$ cat src/logic/seq_pkg.sv
// Sequencer shared definitions
`default_nettype none

package seq_pkg;

    ////////////////////
    // widths
    ////////////////////
    localparam int INST_W   = 32;
    localparam int SCALAR_W = 12;
    localparam int CNT_W    = 10;
    localparam int PC_W     = 8;

    // defaults handed down by the top level
    localparam int IQ_DEPTH        = 8;
    localparam int OPQ_DEPTH       = 4;
    localparam int IRAM_LAT        = 1;
    localparam int LANE_SHIFT      = 2;
    localparam int SYNC_CYCLES     = 2;
    localparam int CFG_SYNC_CYCLES = 3;
    localparam int VLEN_RESET      = 16;

    ////////////////////
    // encodings
    ////////////////////
    // unlisted opcodes decode as nop
    typedef enum logic [3:0] {
        OPC_NOP  = 4'h0,
        OPC_CFG  = 4'h1,
        OPC_COMP = 4'h2,
        OPC_BRK  = 4'hf
    } opcode_t;

    typedef enum logic [3:0] {
        CFG_NONE = 4'h0,
        CFG_VLEN = 4'h1
    } cfg_kind_t;

    // bank address plus enable
    typedef struct packed {
        logic [4:0] addr;
        logic       en;
    } rw_op_t;

    // opcode sits in the same bits in both views
    typedef union packed {
        struct packed {
            opcode_t             opcode;
            cfg_kind_t           cfg_kind;
            logic [11:0]         rsvd;
            logic [SCALAR_W-1:0] scalar;
        } cfg;
        struct packed {
            opcode_t             opcode;
            logic [3:0]          alu_op;
            rw_op_t              rd;
            rw_op_t              wr;
            logic [SCALAR_W-1:0] scalar;
        } comp;
    } inst_t;

    // operation queue payload and issue bundle
    typedef struct packed {
        logic                is_cfg;
        cfg_kind_t           cfg_kind;
        logic [3:0]          alu_op;
        rw_op_t              rd;
        rw_op_t              wr;
        logic [SCALAR_W-1:0] scalar;
    } issue_op_t;

endpackage

`default_nettype wire

$ cat src/logic/seq_decode.sv
// Instruction decoder
`timescale 1ns/1ps
`default_nettype none

module seq_decode (
    input  wire                clk,
    input  wire                rst_n,
    input  wire                i_en,
    input  wire                i_flush,
    input  wire seq_pkg::inst_t i_inst,
    output logic               o_push,
    output seq_pkg::issue_op_t o_op,
    output logic               o_break
);

    import seq_pkg::*;

    opcode_t   opcode;
    issue_op_t op_dec;
    logic      discard;

    // opcode first, then the matching view of the word
    always_comb begin
        opcode = i_inst.cfg.opcode;
        op_dec = '0;
        case (opcode)
            OPC_CFG: begin
                op_dec.is_cfg   = 1'b1;
                op_dec.cfg_kind = i_inst.cfg.cfg_kind;
                op_dec.scalar   = i_inst.cfg.scalar;
            end
            OPC_COMP: begin
                op_dec.cfg_kind = CFG_NONE;
                op_dec.alu_op   = i_inst.comp.alu_op;
                op_dec.rd       = i_inst.comp.rd;
                op_dec.wr       = i_inst.comp.wr;
                op_dec.scalar   = i_inst.comp.scalar;
            end
            default: op_dec = '0;
        endcase
    end

    // fetch sees the break one cycle late, so the break pulse itself also discards
    assign discard = i_flush || o_break;

    always_ff @(posedge clk or negedge rst_n) begin
        if (!rst_n) begin
            o_push  <= 1'b0;
            o_break <= 1'b0;
        end else begin
            o_push  <= i_en && !discard && (opcode == OPC_CFG || opcode == OPC_COMP);
            o_break <= i_en && !discard && (opcode == OPC_BRK);
        end
    end

    always_ff @(posedge clk) begin
        if (i_en) begin
            o_op <= op_dec;
        end
    end

endmodule

`default_nettype wire

$ cat src/logic/seq_fetch.sv
// Instruction fetch FSM
`timescale 1ns/1ps
`default_nettype none

module seq_fetch #(
    parameter int PC_W = 8
) (
    input  wire             clk,
    input  wire             rst_n,
    input  wire             i_sys_start,
    input  wire             i_break,
    input  wire             i_iq_afull,
    input  wire             i_iq_empty,
    output logic            o_pc_vld,
    output logic [PC_W-1:0] o_pc,
    output logic            o_flush,
    output logic            o_halted
);

    typedef enum logic [1:0] {
        ST_RESET,
        ST_INCR,
        ST_HOLD,
        ST_DRAIN
    } state_t;

    state_t state_q;
    state_t state_nxt;
    logic   halted_q;

    ////////////////////
    // next state
    ////////////////////
    always_comb begin
        state_nxt = state_q;
        case (state_q)
            ST_RESET: begin
                if (i_sys_start) begin
                    state_nxt = ST_INCR;
                end
            end
            ST_INCR: begin
                if (i_break) begin
                    state_nxt = ST_DRAIN;
                end else if (i_iq_afull) begin
                    state_nxt = ST_HOLD;
                end
            end
            ST_HOLD: begin
                if (i_break) begin
                    state_nxt = ST_DRAIN;
                end else if (!i_iq_afull) begin
                    state_nxt = ST_INCR;
                end
            end
            ST_DRAIN: begin
                if (i_iq_empty) begin
                    state_nxt = ST_RESET;
                end
            end
            default: state_nxt = ST_RESET;
        endcase
    end

    // pc parks at all ones so the first request is 0
    always_ff @(posedge clk or negedge rst_n) begin
        if (!rst_n) begin
            state_q  <= ST_RESET;
            o_pc_vld <= 1'b0;
            o_pc     <= '1;
            halted_q <= 1'b0;
        end else begin
            state_q  <= state_nxt;
            o_pc_vld <= (state_nxt == ST_INCR);
            if (state_nxt == ST_INCR) begin
                o_pc <= o_pc + 1'b1;
            end else if (state_nxt == ST_RESET || state_nxt == ST_DRAIN) begin
                o_pc <= '1;
            end
            if (i_sys_start) begin
                halted_q <= 1'b0;
            end else if (state_q == ST_DRAIN && state_nxt == ST_RESET) begin
                halted_q <= 1'b1;
            end
        end
    end

    // words still in flight can land after the drain and are dropped as well
    assign o_flush  = (state_q == ST_DRAIN) || halted_q;
    assign o_halted = halted_q;

    a_no_fetch_in_flush: assert property (@(posedge clk) disable iff (!rst_n)
        o_flush |-> !o_pc_vld);

endmodule

`default_nettype wire

$ cat src/logic/seq_fifo.sv
// First-word-fall-through queue
`timescale 1ns/1ps
`default_nettype none

module seq_fifo #(
    parameter int DEPTH        = 8,
    parameter int WIDTH        = 32,
    parameter int AFULL_MARGIN = 1
) (
    input  wire              clk,
    input  wire              rst_n,
    input  wire              i_push,
    input  wire  [WIDTH-1:0] i_data,
    input  wire              i_pop,
    output logic [WIDTH-1:0] o_data,
    output logic             o_empty,
    output logic             o_afull
);

    localparam int AW = (DEPTH > 1) ? $clog2(DEPTH) : 1;
    localparam int CW = $clog2(DEPTH + 1);

    logic [WIDTH-1:0] mem [DEPTH];
    logic [AW-1:0]    wr_ptr_q;
    logic [AW-1:0]    rd_ptr_q;
    logic [CW-1:0]    count_q;

    // wrap at DEPTH, not only at powers of two
    function automatic logic [AW-1:0] ptr_inc(input logic [AW-1:0] ptr);
        if (ptr == AW'(DEPTH - 1)) begin
            return '0;
        end
        return ptr + 1'b1;
    endfunction

    always_ff @(posedge clk or negedge rst_n) begin
        if (!rst_n) begin
            wr_ptr_q <= '0;
            rd_ptr_q <= '0;
            count_q  <= '0;
        end else begin
            if (i_push) begin
                wr_ptr_q <= ptr_inc(wr_ptr_q);
            end
            if (i_pop) begin
                rd_ptr_q <= ptr_inc(rd_ptr_q);
            end
            case ({i_push, i_pop})
                2'b10:   count_q <= count_q + 1'b1;
                2'b01:   count_q <= count_q - 1'b1;
                default: count_q <= count_q;
            endcase
        end
    end

    always_ff @(posedge clk) begin
        if (i_push) begin
            mem[wr_ptr_q] <= i_data;
        end
    end

    // head word visible without a read cycle
    assign o_data  = mem[rd_ptr_q];
    assign o_empty = (count_q == '0);
    assign o_afull = (DEPTH - int'(count_q)) <= AFULL_MARGIN;

    // upstream flow control must keep these from happening
    a_no_overflow: assert property (@(posedge clk) disable iff (!rst_n)
        count_q == CW'(DEPTH) |-> !i_push);
    a_no_underflow: assert property (@(posedge clk) disable iff (!rst_n)
        o_empty |-> !i_pop);

endmodule

`default_nettype wire

$ cat src/logic/seq_issue.sv
// Issue controller
`timescale 1ns/1ps
`default_nettype none

module seq_issue #(
    parameter int CNT_W           = 10,
    parameter int LANE_SHIFT      = 2,
    parameter int SYNC_CYCLES     = 2,
    parameter int CFG_SYNC_CYCLES = 3,
    parameter int VLEN_RESET      = 16
) (
    input  wire                    clk,
    input  wire                    rst_n,
    input  wire                    i_sys_start,
    input  wire                    i_halted,
    input  wire                    i_opq_empty,
    input  wire seq_pkg::issue_op_t i_head,
    output logic                   o_pop,
    output logic                   o_issue_vld,
    output seq_pkg::issue_op_t     o_issue,
    output logic                   o_comp_vld,
    output logic [CNT_W-1:0]       o_seq_cnt,
    output logic                   o_sys_done
);

    import seq_pkg::*;

    typedef enum logic [2:0] {
        ST_IDLE,
        ST_CONFIG,
        ST_EMIT,
        ST_WAIT,
        ST_SYNC,
        ST_CFG_SYNC
    } state_t;

    state_t              state_q;
    state_t              state_nxt;
    state_t              start_st;
    logic [CNT_W-1:0]    cnt_q;
    logic [CNT_W-1:0]    cnt_nxt;
    logic [CNT_W-1:0]    beats_q;
    logic [CNT_W-1:0]    beats_calc;
    logic [SCALAR_W-1:0] vlen_q;
    logic [SCALAR_W-1:0] vlen_shift;

    // beats per op with a floor of one
    assign vlen_shift = vlen_q >> LANE_SHIFT;
    assign beats_calc = (vlen_shift == '0) ? CNT_W'(1) : CNT_W'(vlen_shift);

    // where to go when ready for the next op
    always_comb begin
        if (i_opq_empty) begin
            start_st = ST_IDLE;
        end else if (i_head.is_cfg) begin
            start_st = ST_CONFIG;
        end else begin
            start_st = ST_EMIT;
        end
    end

    ////////////////////
    // next state and counter
    ////////////////////
    always_comb begin
        state_nxt = state_q;
        cnt_nxt   = '0;
        case (state_q)
            ST_IDLE:   state_nxt = start_st;
            ST_CONFIG: state_nxt = ST_CFG_SYNC;
            ST_EMIT: begin
                if (beats_calc == CNT_W'(1)) begin
                    state_nxt = ST_SYNC;
                end else begin
                    state_nxt = ST_WAIT;
                    cnt_nxt   = CNT_W'(1);
                end
            end
            ST_WAIT: begin
                if (cnt_q == beats_q - 1'b1) begin
                    state_nxt = ST_SYNC;
                end else begin
                    cnt_nxt = cnt_q + 1'b1;
                end
            end
            // the same counter times both sync gaps
            ST_SYNC: begin
                if (cnt_q == CNT_W'(SYNC_CYCLES - 1)) begin
                    state_nxt = start_st;
                end else begin
                    cnt_nxt = cnt_q + 1'b1;
                end
            end
            ST_CFG_SYNC: begin
                if (cnt_q == CNT_W'(CFG_SYNC_CYCLES - 1)) begin
                    state_nxt = start_st;
                end else begin
                    cnt_nxt = cnt_q + 1'b1;
                end
            end
            default: state_nxt = ST_IDLE;
        endcase
    end

    // vlen survives a restart
    always_ff @(posedge clk or negedge rst_n) begin
        if (!rst_n) begin
            state_q    <= ST_IDLE;
            cnt_q      <= '0;
            vlen_q     <= SCALAR_W'(VLEN_RESET);
            o_sys_done <= 1'b0;
        end else begin
            state_q <= state_nxt;
            cnt_q   <= cnt_nxt;
            if (state_q == ST_CONFIG && i_head.cfg_kind == CFG_VLEN) begin
                vlen_q <= i_head.scalar;
            end
            if (i_sys_start) begin
                o_sys_done <= 1'b0;
            end else if (i_halted && i_opq_empty && state_q == ST_IDLE) begin
                o_sys_done <= 1'b1;
            end
        end
    end

    always_ff @(posedge clk) begin
        if (state_q == ST_EMIT) begin
            beats_q <= beats_calc;
        end
    end

    assign o_issue_vld = (state_q == ST_CONFIG) || (state_q == ST_EMIT);
    assign o_pop       = o_issue_vld;
    assign o_issue     = i_head;
    assign o_comp_vld  = (state_q == ST_EMIT) || (state_q == ST_WAIT);
    assign o_seq_cnt   = cnt_q;

    // the op queue head must hold a real entry when issued
    a_issue_not_empty: assert property (@(posedge clk) disable iff (!rst_n)
        o_issue_vld |-> !i_opq_empty);

endmodule

`default_nettype wire

$ cat src/logic/seq_top.sv
// Sequencer front end
`timescale 1ns/1ps
`default_nettype none

module seq_top #(
    parameter int IQ_DEPTH        = seq_pkg::IQ_DEPTH,
    parameter int OPQ_DEPTH       = seq_pkg::OPQ_DEPTH,
    parameter int IRAM_LAT        = seq_pkg::IRAM_LAT,
    parameter int LANE_SHIFT      = seq_pkg::LANE_SHIFT,
    parameter int SYNC_CYCLES     = seq_pkg::SYNC_CYCLES,
    parameter int CFG_SYNC_CYCLES = seq_pkg::CFG_SYNC_CYCLES,
    parameter int VLEN_RESET      = seq_pkg::VLEN_RESET
) (
    input  wire                       clk,
    input  wire                       rst_n,
    input  wire                       i_sys_start,
    input  wire                       i_inst_vld,
    input  wire seq_pkg::inst_t       i_inst,
    output logic                      o_pc_vld,
    output logic [seq_pkg::PC_W-1:0]  o_pc,
    output logic                      o_issue_vld,
    output seq_pkg::issue_op_t        o_issue,
    output logic                      o_comp_vld,
    output logic [seq_pkg::CNT_W-1:0] o_seq_cnt,
    output logic                      o_sys_done
);

    import seq_pkg::*;

    logic      iq_empty;
    logic      iq_afull;
    inst_t     iq_head;
    logic      flush;
    logic      halted;
    logic      dec_push;
    issue_op_t dec_op;
    logic      dec_break;
    logic      opq_empty;
    logic      opq_afull;
    issue_op_t opq_head;
    logic      opq_pop;

    // decode only while the op queue has room for the word in flight
    wire iq_pop = !iq_empty && !opq_afull;

    ////////////////////
    // fetch and queues
    ////////////////////
    seq_fetch #(.PC_W(PC_W)) fetch_i (
        .clk(clk), .rst_n(rst_n), .i_sys_start(i_sys_start), .i_break(dec_break),
        .i_iq_afull(iq_afull), .i_iq_empty(iq_empty), .o_pc_vld(o_pc_vld),
        .o_pc(o_pc), .o_flush(flush), .o_halted(halted)
    );

    // room for every word still coming back from the RAM
    seq_fifo #(.DEPTH(IQ_DEPTH), .WIDTH($bits(inst_t)), .AFULL_MARGIN(IRAM_LAT + 1)) inst_queue (
        .clk(clk), .rst_n(rst_n), .i_push(i_inst_vld), .i_data(i_inst), .i_pop(iq_pop),
        .o_data(iq_head), .o_empty(iq_empty), .o_afull(iq_afull)
    );

    seq_decode decode_i (
        .clk(clk), .rst_n(rst_n), .i_en(iq_pop), .i_flush(flush), .i_inst(iq_head),
        .o_push(dec_push), .o_op(dec_op), .o_break(dec_break)
    );

    seq_fifo #(.DEPTH(OPQ_DEPTH), .WIDTH($bits(issue_op_t)), .AFULL_MARGIN(1)) op_queue (
        .clk(clk), .rst_n(rst_n), .i_push(dec_push), .i_data(dec_op), .i_pop(opq_pop),
        .o_data(opq_head), .o_empty(opq_empty), .o_afull(opq_afull)
    );

    seq_issue #(
        .CNT_W(CNT_W), .LANE_SHIFT(LANE_SHIFT), .SYNC_CYCLES(SYNC_CYCLES),
        .CFG_SYNC_CYCLES(CFG_SYNC_CYCLES), .VLEN_RESET(VLEN_RESET)
    ) issue_i (
        .clk(clk), .rst_n(rst_n), .i_sys_start(i_sys_start), .i_halted(halted),
        .i_opq_empty(opq_empty), .i_head(opq_head), .o_pop(opq_pop),
        .o_issue_vld(o_issue_vld), .o_issue(o_issue), .o_comp_vld(o_comp_vld),
        .o_seq_cnt(o_seq_cnt), .o_sys_done(o_sys_done)
    );

endmodule

`default_nettype wire

$ cat config.mk
export PLATFORM = sky130hd
export DESIGN_NAME = seq_top
export DESIGN_NICKNAME = d
export VERILOG_FILES = /design/src/logic/seq_pkg.sv /design/src/logic/seq_decode.sv /design/src/logic/seq_fetch.sv /design/src/logic/seq_fifo.sv /design/src/logic/seq_issue.sv /design/src/logic/seq_top.sv
export SDC_FILE = /design/constraint.sdc
export NUM_CORES = 1
export LEC_CHECK = 0
export BUFFER_PORTS_ARGS = -buffer_cell sky130_fd_sc_hd__buf_2
export CAP_MARGIN = 40
export CORE_ASPECT_RATIO = 0.6
export CORE_MARGIN = 3
export CORE_UTILIZATION = 45
export DETAILED_ROUTE_END_ITERATION = 8
export PLACE_DENSITY_LB_ADDON = 0.15
export SLEW_MARGIN = 20
export SYNTH_ARGS = -nofsm -noshare
export SYNTH_HDL_FRONTEND = slang
export SYNTH_SLANG_ARGS = --single-unit
$ cat constraint.sdc
create_clock -name clk -period 7.1 [get_ports clk]
set_input_delay 0.355 -clock clk [delete_from_list [all_inputs] [get_ports clk]]
set_output_delay 0.355 -clock clk [all_outputs]
set_load 0.02 [all_outputs]
==> impl_metrics.tcl, run 1 <==
set metrics [dict create \
    die_h_um 166 \
    cts_tree "done" \
    fmax_mhz 327 \
    critical_path_required_ns 7.55 \
    min_period_ns 3.06 \
    slew_headroom_pct 44.2 \
    tns_ns 0 \
    routed.top_layer "met5" \
    drt-pass1-iter-count 6 \
    synth-main-ff-cell "edfxtp_1" \
    vias 9257 \
    drtIter0Drc 758 \
    synthesis.nets 1041 \
    drive_above_1_share_pct 27.7 \
    path_clk_slew_ns 0.07 \
    p_seq_share_pct 45.7 \
    area_delta_synth_final_pct 13.5 \
    wire_per_inst_um 22.6 \
    grt_max_degree 56 \
    worst_slew_pin_slew_ns 0.838 \
    min_path_type "input pin to flip-flop" \
    drc 0 \
    final_util_pct 52.7 \
    async_reset_ff_share_pct 11.3 \
    hold_viol 0 \
    ys_ff_latch 486 \
    status "finished, final reports clean" \
    fin_crit_sh_pct 43.1 \
    worst-path-max-fanout 39 \
    rsz0062_at_grt "no" \
    grt.total_usage_pct 17.5 \
    syn_area_um2 19100 \
    pwr-share-comb_pct 30.3 \
    critPathKind "flip-flop to flip-flop" \
    synth.distinct_cells 59 \
    portBuffers 90 \
    grt_overflow 0 \
    clkLatencyLatePin_ns 0.56 \
    ios 91 \
    slew_violations 0 \
    avgSynthCellArea_um2 19.5 \
    ys_seq_area_share_pct 75.0 \
    post-dp-hpwl_um 22800 \
    core_um2 41200 \
    p_sw_uw 2960 \
    ctsHtreeMaxLevel 2 \
    syn_inst 980 \
    wl_met2_um 16900 \
    clock_skew_ns 0.0124 \
    num-fill-cells 3243 \
    grt_pass1_vias 9312 \
    initial_utilization_pct 46.4 \
    cp-start-kind "flip-flop" \
    p_int_uw 6170 \
    routabilityCongestion 0.771 \
    ir_worst_vdd_v 0.000220 \
    die-width_um 272 \
    placementRows 57 \
    root_buffer "clkbuf_16" \
    ant_nets 0 \
    maxCapViolCount 0 \
    swShare_pct 32.4 \
    antenna_found_initial 3 \
    routed_via_density 5.48 \
    postCtsSetupBuffers 0 \
    setup_violations 0 \
    powerDensity_nw_per_um2 421 \
    route.met3.wl_um 1990 \
    cp-end-kind "flip-flop" \
    wl_met1_um 18600 \
    clock-sinks 486 \
    grt_pass1_wl_um 59100 \
    clkPwrFrac_pct 24.0 \
    cts_max_path_buffers 3 \
    cts_buffers 44 \
    ys.warnings.count 0 \
    synth_edf_count 431 \
    nNetsFinal 1158 \
    die_area_um2 45000 \
    p_leak_uw 0.00751 \
    wirelength_um 38100 \
    arrival_ns 3.51 \
]
[power by group through the flow]
stage / Combinational, uW / Sequential, uW / Clock, uW
2_1_floorplan: 2010 / 4100 / 0
3_3_place_gp: 2770 / 4220 / 0
3_5_place_dp: 2820 / 4230 / 0
4_1_cts: 2830 / 4180 / 2260
5_1_grt: 3040 / 4240 / 2380
6_report: 2770 / 4170 / 2190
[layout make-up]
| type | instances | area, um2 | share of cell area (%) |
|---|---|---|---|
| diodes | 1 | 2.50 | 0.0115 |
| clock buffers | 56 | 1150 | 5.29 |
| clock inverters | 21 | 151 | 0.699 |
| inverters | 26 | 97.6 | 0.450 |
| multi-input cells | 426 | 4570 | 21.1 |
| flip-flops and latches | 486 | 14300 | 66.2 |
| well taps | 560 | 701 | 3.23 |
| repair buffers | 113 | 666 | 3.07 |
[cell families (layout without fill, tap and decap cells)]
| family | Yosys count | in the layout | synth area share (%) |
|---|---|---|---|
| XOR/XNOR | 31 | 31 | 1.46 |
| multiplexers | 147 | 147 | 14.2 |
| AO/OA/AOI/OAI | 60 | 60 | 2.12 |
| adder cells (fa/ha/maj) | 25 | 25 | 1.72 |
| buffers and inverters | 68 | 216 | 1.40 |
| flip-flops | 486 | 486 | 75.0 |
| AND/OR/NAND/NOR | 163 | 163 | 4.09 |
| other | 0 | 1 | 0 |
[registers in the layout (all words and copies together) (netlist names), 3 cells and up]
name and flops:
op_queue.count_q 3, inst_queue.mem 256, issue_i.beats_q 10, issue_i.state_q 3, fetch_i.o_pc 8, inst_queue.wr_ptr_q 3, issue_i.vlen_q 10, inst_queue.rd_ptr_q 3
op_queue.mem 132, issue_i.o_seq_cnt 10, inst_queue.count_q 4, decode_i.o_op 33
[Yosys cell counts, types with 9 or more instances]
master,n,area share (%)
edfxtp_1,431,68
clkbuf_1,28,0.55
xor2_1,13,0.60
dfrtp_1,46,6.0
nor2_1,75,1.5
ha_1,23,1.5
inv_1,25,0.49
a21oi_1,16,0.42
buf_2,9,0.24
mux2_2,18,1.1
mux2i_1,32,1.7
o21ai_0,11,0.29
nor3_1,9,0.24
dfstp_2,9,1.2
mux4_2,97,11
nand3_1,10,0.26
and3_1,10,0.33
xnor2_1,17,0.78
nand2_1,21,0.41
[critical path: stages (launching register included)]
cell	delay [ns]
dfrtp_1	0.44
inv_1	0.17
ha_1	0.19
nor3b_1	0.57
a211oi_4	0.04
buf_4	0.31
ha_1	0.30
ha_1	0.28
a21o_1	0.15
a21oi_1	0.17
xnor2_1	0.14
nor2_1	0.07
xnor2_1	0.12
[repair_timing]
item,in CTS,in global routing
endpoints found under the hold margin,46,0
hold buffers,1,0
gates resized for setup,0,0
[per-stage QoR]
step                cell area (um2)  power (uW)  hold WS, ns  cells  worst slack [ns]
global route                  21700        9650       0.0164   1689              3.75
detailed placement            20300        7040        0.460   1609              4.03
global placement              20300        6990        0.456   1607              4.13
floorplan                     19100        6110       0.0594    980              1.89
CTS                           21600        9260      0.00314   1687              4.02
finish                        21700        9130       0.0198   1689              4.04
[path summary, 6_finish.rpt]
path / start / to / slack, ns / cells past startpoint
max in group asynchronous: rst_n / issue_i.vlen_q[4] / 6.37 / 4
min in group asynchronous: rst_n / fetch_i.o_pc[7] / 0.38 / 3
max reg2reg: inst_queue.count_q[0] / inst_queue.count_q[3] / 4.04 / 12
max: inst_queue.count_q[0] / inst_queue.count_q[3] / 4.04 / 12
min: i_sys_start / issue_i.o_sys_done / 0.02 / 2
min reg2reg: issue_i.vlen_q[9] / issue_i.beats_q[7] / 0.47 / 0
[cells in the final DEF, fill, tap and decap left out, drive strengths merged, types with 3 or more instances in the layout]
| cell type | netlist | layout |
|---|---|---|
| nand2b | 7 | 7 |
| xor2 | 13 | 13 |
| and2 | 6 | 6 |
| a21oi | 16 | 16 |
| mux2i | 32 | 32 |
| mux4 | 97 | 97 |
| xnor2 | 18 | 18 |
| a21o | 3 | 3 |
| and3 | 10 | 10 |
| nor2 | 75 | 75 |
| or4 | 4 | 4 |
| clkbuf | 28 | 56 |
| nand3 | 10 | 10 |
| o211ai | 3 | 3 |
| nand2 | 21 | 21 |
| o21ai | 11 | 11 |
| edfxtp | 431 | 431 |
| dfrtp | 46 | 46 |
| or3 | 3 | 3 |
| nor2b | 5 | 5 |
| clkinv | 1 | 17 |
| dfstp | 9 | 9 |
| nor3 | 9 | 9 |
| buf | 14 | 112 |
| mux2 | 18 | 18 |
| o31ai | 4 | 4 |
| inv | 25 | 27 |
| nor4 | 4 | 4 |
| a31oi | 4 | 4 |
| ha | 23 | 23 |
[per-layer routing]
metal | track usage (%) | up-vias
li1 | - | 4125
met1 | 27.3 | 4855
met2 | 25.3 | 226
met3 | 3.28 | 47
met4 | 4.38 | 4
met5 | 0 | -
(Power assumes the default switching activity.)
==> inputs of run 2 (changes only) <==
==> constraint.sdc (replaced) <==
create_clock -name clk -period 2.9 [get_ports clk]
set_input_delay 0.145 -clock clk [delete_from_list [all_inputs] [get_ports clk]]
set_output_delay 0.145 -clock clk [all_outputs]
set_load 0.02 [all_outputs]
==> impl_metrics.tcl, run 2 (same netlist as run 1, synthesis figures left out) <==
set metrics [dict create \
    status "finished, final reports clean" \
    grt_pass1_vias 9428 \
    ir_worst_vdd_v 0.000565 \
    die_area_um2 45000 \
    ctsHtreeMaxLevel 2 \
    arrival_ns 3.06 \
    ios 91 \
    grt_pass1_wl_um 58700 \
    antenna_cells 0 \
    die-width_um 272 \
    num-fill-cells 3229 \
    critPathKind "flip-flop to flip-flop" \
    wirelength_um 38100 \
    ant_nets 0 \
    dp_cells 1625 \
    slew_headroom_pct 54.8 \
    path_clk_slew_ns 0.07 \
    routabilityCongestion 0.784 \
    maxCapViolCount 0 \
    fin_crit_sh_pct 90.7 \
    cts_buffers 45 \
    routed_via_density 5.40 \
    min_path_type "input pin to async pin" \
    nNetsFinal 1208 \
    setup_violations 0 \
    p_leak_uw 0.00778 \
    clock-sinks 486 \
    worst_slew_pin_slew_ns 0.677 \
    drive_above_1_share_pct 28.1 \
    drtIter0Drc 674 \
    min_period_ns 2.63 \
    portBuffers 90 \
    area_delta_synth_final_pct 16.5 \
    clock_skew_ns 0.0270 \
    top_regs "inst_queue.mem x256, op_queue.mem x132, decode_i.o_op x33" \
    drc 0 \
    cts_max_path_buffers 3 \
    initial_utilization_pct 46.4 \
    fin_cells 1743 \
    top_register "inst_queue.mem" \
    fmax_mhz 380 \
    rsz0062_at_grt "no" \
    hold_viol 0 \
    final_common_cell "edfxtp_1" \
    critical_path_required_ns 3.33 \
    cp-start-kind "flip-flop" \
    layout_common_cells "edfxtp_1, mux4_2, buf_2, nor2_1, clkbuf_16" \
    clkLatencyLatePin_ns 0.57 \
    drt-pass1-iter-count 5 \
    postCtsSetupBuffers 0 \
    worst-path-max-fanout 6 \
    cp-end-kind "flip-flop" \
    grt_max_degree 55 \
    final_util_pct 54.0 \
    cts_tree "done" \
    die_h_um 166 \
    core_um2 41200 \
    antenna_found_initial 1 \
    slew_violations 0 \
    vias 9411 \
    grt.total_usage_pct 17.4 \
    powerDensity_nw_per_um2 1030 \
    largest_reg_flops 256 \
    root_buffer "clkbuf_16" \
    wire_per_inst_um 21.9 \
    placementRows 57 \
    post-dp-hpwl_um 23000 \
    grt_overflow 0 \
]
run 2: cell types whose count changed in the layout (fill, tap and decap cells not counted), sizes merged:
cell | before | now
buf | 112 | 127
bufinv | 1 | 2
clkbuf | 56 | 58
clkinv | 17 | 22
clkinvlp | 2 | 0
diode | 1 | 0
dlygate4sd3 | 1 | 35
run 2: cell type report:
cell class,count,area [um2],share of cell area (%)
sequential,486,14300,64.5
inverter,26,97.6,0.439
multi-input combinational,426,4590,20.6
clock buffer,58,1180,5.33
tap,560,701,3.15
clock inverter,25,194,0.872
timing repair buffer,162,1140,5.13
run 2: timing repair:
action | in CTS | in global routing
gates resized for setup | 0 | 1
hold buffers | 35 | 0
endpoints found under the hold margin | 278 | 0
setup endpoints to repair | 0 | 1
run 2: layer usage:
| layer | global-route usage (%) | up-vias | share of wire, % |
|---|---|---|---|
| li1 | - | 4232 | - |
| met1 | 26.9 | 4914 | 49 |
| met2 | 26.1 | 217 | 45 |
| met3 | 3.02 | 46 | 4.7 |
| met4 | 3.82 | 2 | 1.4 |
| met5 | 0 | - | 0.018 |
run 2: final timing paths:
check	start	to	slack (ns)	cells past startpoint
worst min register to register	issue_i.vlen_q[10]	issue_i.beats_q[8]	0.48	0
worst max register to register	issue_i.beats_q[3]	issue_i.state_q[0]	0.27	6
max in group asynchronous	rst_n	op_queue.rd_ptr_q[0]	1.88	3
worst min-delay path	rst_n	inst_queue.wr_ptr_q[0]	0.1	2
min in group clk	i_sys_start	issue_i.o_sys_done	0.36	3
worst max-delay path	issue_i.beats_q[3]	issue_i.state_q[0]	0.27	6
run 2: through the flow:
step / TNS (ns) / power [uW] / hold WS, ns / instance area, um2 / setup slack [ns]
floorplan: -0.567 / 15000 / -0.151 / 19100 / -0.320
global placement: 0 / 17400 / 0.104 / 20500 / 0.193
detailed placement: 0 / 17500 / 0.120 / 20500 / 0.134
CTS: 0 / 23200 / 0.0887 / 22200 / 0.131
global route: 0 / 24200 / 0.113 / 22200 / 0.114
finish: 0 / 22800 / 0.0955 / 22200 / 0.270
run 2: critical path: stages, from the launching register on:
cell      delay [ns]
edfxtp_1        0.48
or4_4           0.57
or4_4           0.51
xnor2_2         0.15
nor4_2          0.34
a21oi_1         0.20
a221o_1         0.29
run 2: where the power goes:
group	switching [uW]	internal, uW
Sequential	921	9370
Combinational	3910	3050
Clock	2490	3080
==> inputs of run 3 (changes only) <==
--- a/config.mk
+++ b/config.mk
@@ -9,7 +9,7 @@
 export CAP_MARGIN = 40
 export CORE_ASPECT_RATIO = 0.6
 export CORE_MARGIN = 3
-export CORE_UTILIZATION = 45
+export CORE_UTILIZATION = 55
 export DETAILED_ROUTE_END_ITERATION = 8
 export PLACE_DENSITY_LB_ADDON = 0.15
 export SLEW_MARGIN = 20
==> impl_metrics.tcl, run 3 (same netlist as run 1, synthesis figures left out) <==
set metrics [dict create \
    setup_violations 0 \
    slew_violations 0 \
    p_leak_uw 0.00775 \
    grt_overflow 0 \
    clock_skew_ns 0.0214 \
    post-dp-hpwl_um 22500 \
    cts_max_path_buffers 3 \
    whs_ns 0.0881 \
    status "finished, final reports clean" \
    worst-path-max-fanout 4 \
    die-width_um 247 \
    routabilityCongestion 0.811 \
    die_h_um 150 \
    final_util_pct 64.9 \
    nNetsFinal 1205 \
    drt-pass1-iter-count 5 \
    grt_max_degree 50 \
    ir_worst_vdd_v 0.000543 \
    vias 9388 \
    slew_headroom_pct 53.7 \
    cts_tree "done" \
    hold_viol 0 \
    final_common_cell "edfxtp_1" \
    routed_via_density 5.74 \
    ff2ff_path_depth 6 \
    dp_slack_ns 0.218 \
    tns_ns 0 \
    worstSetupStartpoint "issue_i.beats_q[4]" \
    wire_per_inst_um 22.2 \
    cts_buffers 43 \
    ctsHtreeMaxLevel 2 \
    core_um2 34000 \
    r2r_end "issue_i.state_q[0]" \
    critPathKind "flip-flop to flip-flop" \
    fmax_mhz 371 \
    root_buffer "clkbuf_16" \
    placementRows 52 \
    worst_slew_pin_slew_ns 0.693 \
    grt.total_usage_pct 20.4 \
    grt_pass1_vias 9546 \
    clock-sinks 486 \
    fin_ws_ns 0.207 \
    grtUsageMet2_pct 31.3 \
    portBuffers 90 \
    fin_crit_sh_pct 92.9 \
    rsz0062_at_grt "no" \
    initial_utilization_pct 56.2 \
    wirelength_um 36400 \
    fin_cells 1636 \
    ant_nets 0 \
    top_regs "inst_queue.mem x256, op_queue.mem x132, decode_i.o_op x33" \
    antenna_found_initial 1 \
    grt_pass1_wl_um 57100 \
    drc 0 \
    cts_resized 0 \
    met1_usage_pct 31.1 \
    maxCapViolCount 0 \
    min_period_ns 2.69 \
    ios 91 \
    min_path_type "input pin to async pin" \
    layout_common_cells "edfxtp_1, mux4_2, buf_2, nor2_1, clkbuf_16" \
    r2r_slack_ns 0.21 \
    num-fill-cells 2345 \
    largest_reg_flops 256 \
    use_met3_pct 3.47 \
    arrival_ns 3.12 \
    area_delta_synth_final_pct 15.5 \
    dp_cells 1523 \
    drtIter0Drc 639 \
    die_area_um2 37100 \
    path_clk_slew_ns 0.06 \
    powerDensity_nw_per_um2 1030 \
    busiest_layer "met2" \
    clkLatencyLatePin_ns 0.56 \
    critical_path_required_ns 3.33 \
    drive_above_1_share_pct 28.2 \
    cp-start-kind "flip-flop" \
    timing.rr.start "issue_i.beats_q[4]" \
    top_register "inst_queue.mem" \
    cp-end-kind "flip-flop" \
]
## run 3: cell count changes in the layout (fill, tap and decap cells not counted), moves of 2 or more
cell        previous run  this run
clkbuf_1              12         6
buf_12                 5         3
clkinv_1              13        11
bufinv_16              2         4
clkinvlp_4             0         3
clkinv_8               2         0
clkbuf_16             45        43
clkinv_2               6         8
## run 3: per-layer routing
metal  vias up  part of all wire [%]
met1      4893                    47
met5         -                     0
li1       4231                     -
met4         0                   2.0
met3        56                   4.2
met2       208                    47
## run 3: critical path, cell delays in order, from the launching register on
cell      delay, ns
edfxtp_1       0.45
or4_4          0.52
or4_4          0.50
xnor2_2        0.14
nor4_1         0.45
a21oi_1        0.22
a221o_1        0.29
## run 3: worst max-delay path by stage
| stage | slack [ns] | to | cells after the start |
|---|---|---|---|
| final | 0.21 | issue_i.state_q[0] | 6 |
| after global routing | 0.009 | decode_i.o_break | 8 |
| after CTS | 0.19 | decode_i.o_break | 8 |
| after detailed placement | 0.22 | issue_i.state_q[0] | 6 |
| after global placement | 0.18 | decode_i.o_break | 8 |
| after floorplan | -0.32 | inst_queue.count_q[3] | 10 |
## run 3: power by group
| group | leakage [uW] | switching [uW] | internal, uW |
|---|---|---|---|
| combinational | 0.00246 | 3850 | 2970 |
| sequential | 0.00463 | 860 | 9370 |
| clock | 0.000660 | 2470 | 3100 |
## run 3: repair_timing
item	4_1_cts	5_1_grt
buffers inserted	0	0
hold buffers	35	0
endpoints found under the hold margin	311	0
## run 3: metrics by stage
stage	cell area (um2)	power (uW)
5_1_grt	22100	23900
6_report	22100	22600
3_5_place_dp	20300	17300
4_1_cts	22100	22900
3_3_place_gp	20300	17100
2_1_floorplan	19100	15000
## run 3: cell type report
| class | count | area, um2 | area share [%] |
|---|---|---|---|
| antenna | 1 | 2.50 | 0.0113 |
| clock inverter | 28 | 258 | 1.17 |
| multi-input combinational | 426 | 4580 | 20.8 |
| timing repair buffer | 161 | 1110 | 5.03 |
| sequential | 486 | 14300 | 65.0 |
| inverter | 26 | 97.6 | 0.442 |
| tap | 459 | 574 | 2.60 |
| clock buffer | 49 | 1100 | 4.98 |
